### config.mk
export PLATFORM = sky130hd
export DESIGN_NAME = port_ingress_flat
export DESIGN_NICKNAME = d
export VERILOG_FILES = /design/src/design/tcm_pkg.sv /design/src/design/tcm_port_if.sv /design/src/design/port_ingress.sv /design/src/flat_wrapper.sv
export VERILOG_INCLUDE_DIRS = /design/src /design/src/design
export SDC_FILE = /design/constraint.sdc
export NUM_CORES = 1
export LEC_CHECK = 0
export ABC_AREA = 1
export BUFFER_PORTS_ARGS = -buffer_cell sky130_fd_sc_hd__buf_2
export CAP_MARGIN = 20
export CELL_PAD_IN_SITES_DETAIL_PLACEMENT = 1
export CELL_PAD_IN_SITES_GLOBAL_PLACEMENT = 2
export CORE_ASPECT_RATIO = 1.5
export CORE_MARGIN = 4
export CORE_UTILIZATION = 20
export CTS_BUF_LIST = sky130_fd_sc_hd__clkbuf_2
export DETAILED_ROUTE_END_ITERATION = 16
export GPL_ROUTABILITY_DRIVEN = 0
export PLACE_DENSITY = 0.8
export SYNTH_ARGS = -nofsm -noshare
export SYNTH_HDL_FRONTEND = slang
export SYNTH_SLANG_ARGS = --single-unit
### constraint.sdc
create_clock -name clk -period 1.2 [get_ports clk]
set_clock_uncertainty 0.1 [all_clocks]
set_input_delay 0.06 -clock clk [delete_from_list [all_inputs] [get_ports clk]]
set_output_delay 0.06 -clock clk [all_outputs]
set_load 0.01 [all_outputs]
### src/design/tcm_consts.svh
// width, depth and credit macros for the shared TCM

`ifndef TCM_CONSTS_SVH
`define TCM_CONSTS_SVH

// word addressing, one RAM word per address
`define TCM_ADDR_WIDTH 8
`define TCM_DEPTH 256

// data word and its byte lanes
`define TCM_DATA_WIDTH 32
`define TCM_STRB_WIDTH 4

// bits per strobe lane
`define TCM_BYTE_WIDTH 8

// credits handed to each requester after reset
// also the depth of each ingress queue
`define TCM_PORT_CREDITS 2

`endif

### src/design/tcm_pkg.sv
// address, data, strobe, request struct and port select types for the TCM

`include "tcm_consts.svh"

package tcm_pkg;

    typedef logic [`TCM_ADDR_WIDTH-1:0] addr_t;   // word address
    typedef logic [`TCM_DATA_WIDTH-1:0] data_t;
    typedef logic [`TCM_STRB_WIDTH-1:0] strb_t;   // one bit per byte lane

    // instruction fetch, read only
    typedef struct packed {
        addr_t addr;
    } fetch_req_t;

    // load or store from the execution side
    typedef struct packed {
        logic  we;      // set for a store
        addr_t addr;
        data_t wdata;
        strb_t strb;
    } data_req_t;

    // which peer owns a RAM access
    typedef enum logic {
        FETCH_PORT = 1'b0,
        DATA_PORT  = 1'b1
    } port_sel_e;

endpackage

### src/design/tcm_port_if.sv
// tcm_port_if: link between one ingress queue and the arbiter

`timescale 1ns/1ps

`include "tcm_consts.svh"

interface tcm_port_if #(
    parameter type REQ_T = tcm_pkg::fetch_req_t
);

    // queue head, owned by the ingress side
    logic head_valid;   // queue not empty
    REQ_T head_req;     // oldest request

    // arbiter side
    logic           grant;      // head consumed this cycle
    logic           rsp_valid;  // read data for this port
    tcm_pkg::data_t rsp_data;

    modport ingress (
        output head_valid,
        output head_req,
        input  grant,
        input  rsp_valid,
        input  rsp_data
    );

    modport arbiter (
        input  head_valid,
        input  head_req,
        output grant,
        output rsp_valid,
        output rsp_data
    );

endinterface

### src/design/port_ingress.sv
// port_ingress: credit managed request queue with response pin drive

`timescale 1ns/1ps

`include "tcm_consts.svh"

module port_ingress #(
    parameter type REQ_T = tcm_pkg::fetch_req_t
) (
    input  wire            clk,
    input  wire            rst_n_i,

    // requester side
    input  wire            req_valid_i,  // only sent while a credit is held
    input  REQ_T           req_i,
    output logic           credit_o,     // one pulse per dequeued entry
    output logic           rsp_valid_o,
    output tcm_pkg::data_t rsp_data_o,

    tcm_port_if.ingress    port
);

    localparam int DEPTH = `TCM_PORT_CREDITS;
    localparam int PTR_W = (DEPTH > 1) ? $clog2(DEPTH) : 1;
    localparam int CNT_W = $clog2(DEPTH + 1);

    REQ_T             mem_q [DEPTH];  // payload slots
    logic [PTR_W-1:0] wr_ptr_q;
    logic [PTR_W-1:0] rd_ptr_q;
    logic [CNT_W-1:0] count_q;
    logic             credit_q;

    wire push = req_valid_i;
    wire pop  = port.grant;  // arbiter only grants a valid head

    // payload write, no reset needed
    always_ff @(posedge clk) begin
        if (push) begin
            mem_q[wr_ptr_q] <= req_i;
        end
    end

    always_ff @(posedge clk or negedge rst_n_i) begin
        if (!rst_n_i) begin
            wr_ptr_q <= '0;
            rd_ptr_q <= '0;
            count_q  <= '0;
            credit_q <= 1'b0;
        end else begin
            if (push) begin
                wr_ptr_q <= (wr_ptr_q == PTR_W'(DEPTH - 1)) ? '0 : wr_ptr_q + PTR_W'(1);
            end
            if (pop) begin
                rd_ptr_q <= (rd_ptr_q == PTR_W'(DEPTH - 1)) ? '0 : rd_ptr_q + PTR_W'(1);
            end

            if (push && !pop) begin
                count_q <= count_q + CNT_W'(1);
            end else if (pop && !push) begin
                count_q <= count_q - CNT_W'(1);
            end

            // slot freed at this edge, credit goes back next cycle
            credit_q <= pop;
        end
    end

    assign port.head_valid = (count_q != '0);
    assign port.head_req   = mem_q[rd_ptr_q];

    assign credit_o = credit_q;

    // response path of the same port
    assign rsp_valid_o = port.rsp_valid;
    assign rsp_data_o  = port.rsp_data;

endmodule

### src/flat_wrapper.sv
// flat-port wrapper written by rule: the top's interface ports become plain ports
module port_ingress_flat 
#(
    parameter type REQ_T = tcm_pkg::fetch_req_t
)
  (clk, rst_n_i, req_valid_i, req_i, credit_o, rsp_valid_o, rsp_data_o, port_head_valid, port_head_req, port_grant, port_rsp_valid, port_rsp_data);
  tcm_port_if #(.REQ_T(REQ_T)) port_i ();
  input  wire clk;
  input  wire rst_n_i;
  input  wire req_valid_i;
  input  REQ_T req_i;
  output logic credit_o;
  output logic rsp_valid_o;
  output tcm_pkg::data_t rsp_data_o;
  output wire logic [$bits(port_i.head_valid)-1:0] port_head_valid;
  output wire logic [$bits(port_i.head_req)-1:0] port_head_req;
  input wire logic [$bits(port_i.grant)-1:0] port_grant;
  input wire logic [$bits(port_i.rsp_valid)-1:0] port_rsp_valid;
  input wire logic [$bits(port_i.rsp_data)-1:0] port_rsp_data;
  assign port_head_valid = port_i.head_valid;
  assign port_head_req = port_i.head_req;
  assign port_i.grant = port_grant;
  assign port_i.rsp_valid = port_rsp_valid;
  assign port_i.rsp_data = port_rsp_data;
  port_ingress #(.REQ_T(REQ_T)) u_core (.clk(clk), .rst_n_i(rst_n_i), .req_valid_i(req_valid_i), .req_i(req_i), .credit_o(credit_o), .rsp_valid_o(rsp_valid_o), .rsp_data_o(rsp_data_o), .port(port_i));
endmodule
==> impl_metrics.ini <==
[status]
violations = setup timing
status = finished with violations

[global_route]
antenna_found_initial = 0
grt_max_degree = 13
grt_usage = 0.06126
overflow = 0
gr-usage-met3 = 0.01956
top_usage_layer = met2
grt_pass1_wl_mm = 3.077
met1_usage = 0.06128
grt_pass1_vias = 675
use_met2 = 0.1122

[setup_path]
path_cells = buf_6, mux2_4, buf_6
crit_arrival_ns = 1.32
cp.required_ns = 1.04
cp_max_fo = 5
path_delay_family = flip-flops
path_buf_inv = 2
cpMostUsedCell = buf_6
crit_path_max_incr_delay_ns = 0.46
regToRegSetupSlack_ns = 0.08
end_kind = output port
slowest_stage = dfrtp_2
worst-setup-path-type = register to output port
critPathLaunchType = register

[floorplanning]
die_h_microns = 98.31
die_w_microns = 68.20
core-area_sq_um = 5205
initial_utilization = 0.2089
die_area_sq_um = 6704
boundaryPins = 88
rows = 32

[detailed_routing]
first_pass_iters = 4
vias = 546
wire_per_inst_microns = 11.67
detail-route-antenna-nets = 0
drt_iter0_markers = 5
viasPerCell = 3.391
route.detailed.drc = 0
wl_mm = 1.879

[synthesis]
synth_top_area_cell = edfxtp_1
yosys-top-cells-area = edfxtp_1 44%, buf_4 23%, dfrtp_1 12%
synth_most_common_cell = buf_4
synth.avg_cell_area_sq_um = 13.10
yosysWarnings = 0
synthCells = 83
synth_top_area_frac = 0.4419
synth_seq_cells = 21
synth-seq-area-share = 0.5570
synth_common_cells = 33 x buf_4, 16 x edfxtp_1, 8 x mux2_4
synth_edf_count = 16
synthesis.area_sq_um = 1087
syn_nets = 129
ys.flop_type = edfxtp_1
async_reset_ff_frac = 0.2381
ys_types = 13

[layout]
drive_gt1_frac = 0.4624
diodes = 0
syn_to_final_growth_pct = 17.61
fin_nets = 140
post-route-util = 0.2457

[power_and_ir_drop]
p_per_area_nw_per_um2 = 1883
p_int_uw = 1703
p_comb_frac = 0.449
pwr-share-clk = 0.111
switching_share = 0.2930
vdd_drop_max_mv = 0.4715
p_switching_uw = 705.6
p_leak_uw = 0.0005422
p_seq_frac = 0.440
power_uw = 2408

[sta]
final-setup-viol-count = 8
fin_crit_ns = 1.475
relSlewSlack = 0.8244
worst_slew_pin_slew_ns = 0.2626
fmax_mhz = 678.0
period_share = 1.229
rsz0062_at_grt = yes
worst_slack_ns = -0.2750
hold_viol_final = 0
drv_slew = 0

[clock_network]
htree_num_levels = 1
cts_buffers = 3
cts-root-buf = clkbuf_2
cts.sinks = 21
cts_buffer_depth = 2
cts_tree = yes
clkLatencyLatePin_ns = 0.29
clkTransAtPathRegs_ns = 0.18

[placement]
pre_cts_ws_ns = -0.09091
dp_hpwl_mm = 1.423
io_buffers = 21

[run]
drv_cap = 0

[min_path]
min-delay-path-class = input port to output port
-- worst register-to-register path, stage by stage (launching register included) --
cell	delay (ns)
dfrtp_1	0.45
nand2_1	0.12
clkinvlp_4	0.20
-- stage by stage --
step / cells / hold slack, ns / instance area (sq um) / TNS [ns]
4_1_cts: 160 / 0.02007 / 1267 / -2.346
3_5_place_dp: 139 / -0.2123 / 1028 / -0.6287
3_3_place_gp: 139 / -0.2185 / 1028 / -0.4304
2_1_floorplan: 83 / -0.3356 / 1090 / 0
5_1_grt: 161 / 0.02002 / 1279 / -2.879
6_report: 161 / 0.02000 / 1279 / -2.128
-- registers in the layout (all words and copies together) (netlist names) --
name / cells
u_core.wr_ptr_q: 1
u_core.count_q: 2
u_core.mem_q: 16
u_core.credit_o: 1
u_core.rd_ptr_q: 1
-- layer usage --
metal | part of all wire | up-vias
li1 | - | 259
met5 | 0 | -
met2 | 0.57 | 26
met1 | 0.34 | 251
met3 | 0.081 | 10
met4 | 0.013 | 0
-- cell type report --
class | count | area [sq um]
fillers | 583 | 3926
repair buffers | 40 | 337.8
multi-input cells | 21 | 198.9
inverters | 7 | 30.03
clock inverters | 1 | 5.005
clock buffers | 3 | 15.01
flip-flops and latches | 21 | 606.8
well taps | 68 | 85.08
-- timing repair --
action | CTS | global route
cloned | 0 | 0
hold buffers | 13 | 0
setup endpoints to repair | 9 | 17
endpoints found under the hold margin | 24 | 0
setup buffers | 4 | 1
gates resized for setup | 13 | 2
-- power groups by stage --
stage               Combinational, uW  Clock, uW  Sequential [uW]
global placement                  644          0             1120
global route                     1170        330             1080
CTS                              1070        294             1060
finish                           1080        268             1060
detailed placement                672          0             1150
floorplan                         655          0             1050
-- worst paths after layout --
| check | start | endpoint | cells after the start |
|---|---|---|---|
| min | port_rsp_data[13] | rsp_data_o[13] | 0 |
| max reg2reg | u_core.wr_ptr_q | u_core.mem_q[1][1] | 2 |
| min reg2reg | u_core.wr_ptr_q | u_core.wr_ptr_q | 1 |
| min in group asynchronous | rst_n_i | u_core.rd_ptr_q | 3 |
| max | u_core.rd_ptr_q | port_head_req[0] | 3 |
| max in group asynchronous | rst_n_i | u_core.rd_ptr_q | 3 |
-- cells by family after synthesis --
group                    Yosys count  synth area share
XOR/XNOR                           3           0.02417
adder cells (fa/ha/maj)            1           0.01151
buffers and inverters             41            0.2624
flip-flops                        21            0.5570
multiplexers                       8            0.1105
AND/OR/NAND/NOR                    9           0.03452
-- layout by cell type, fill, tap and decap left out, drive strengths merged --
cell          n
buf          27
edfxtp       16
dlygate4sd3  13
mux2          8
nand2         6
inv           6
dfrtp         5
clkbuf        3
xor2          2
clkinvlp      1
nor2          1
nand3         1
nand4         1
xnor2         1
ha            1
clkinv        1
(Power assumes the default switching activity.)
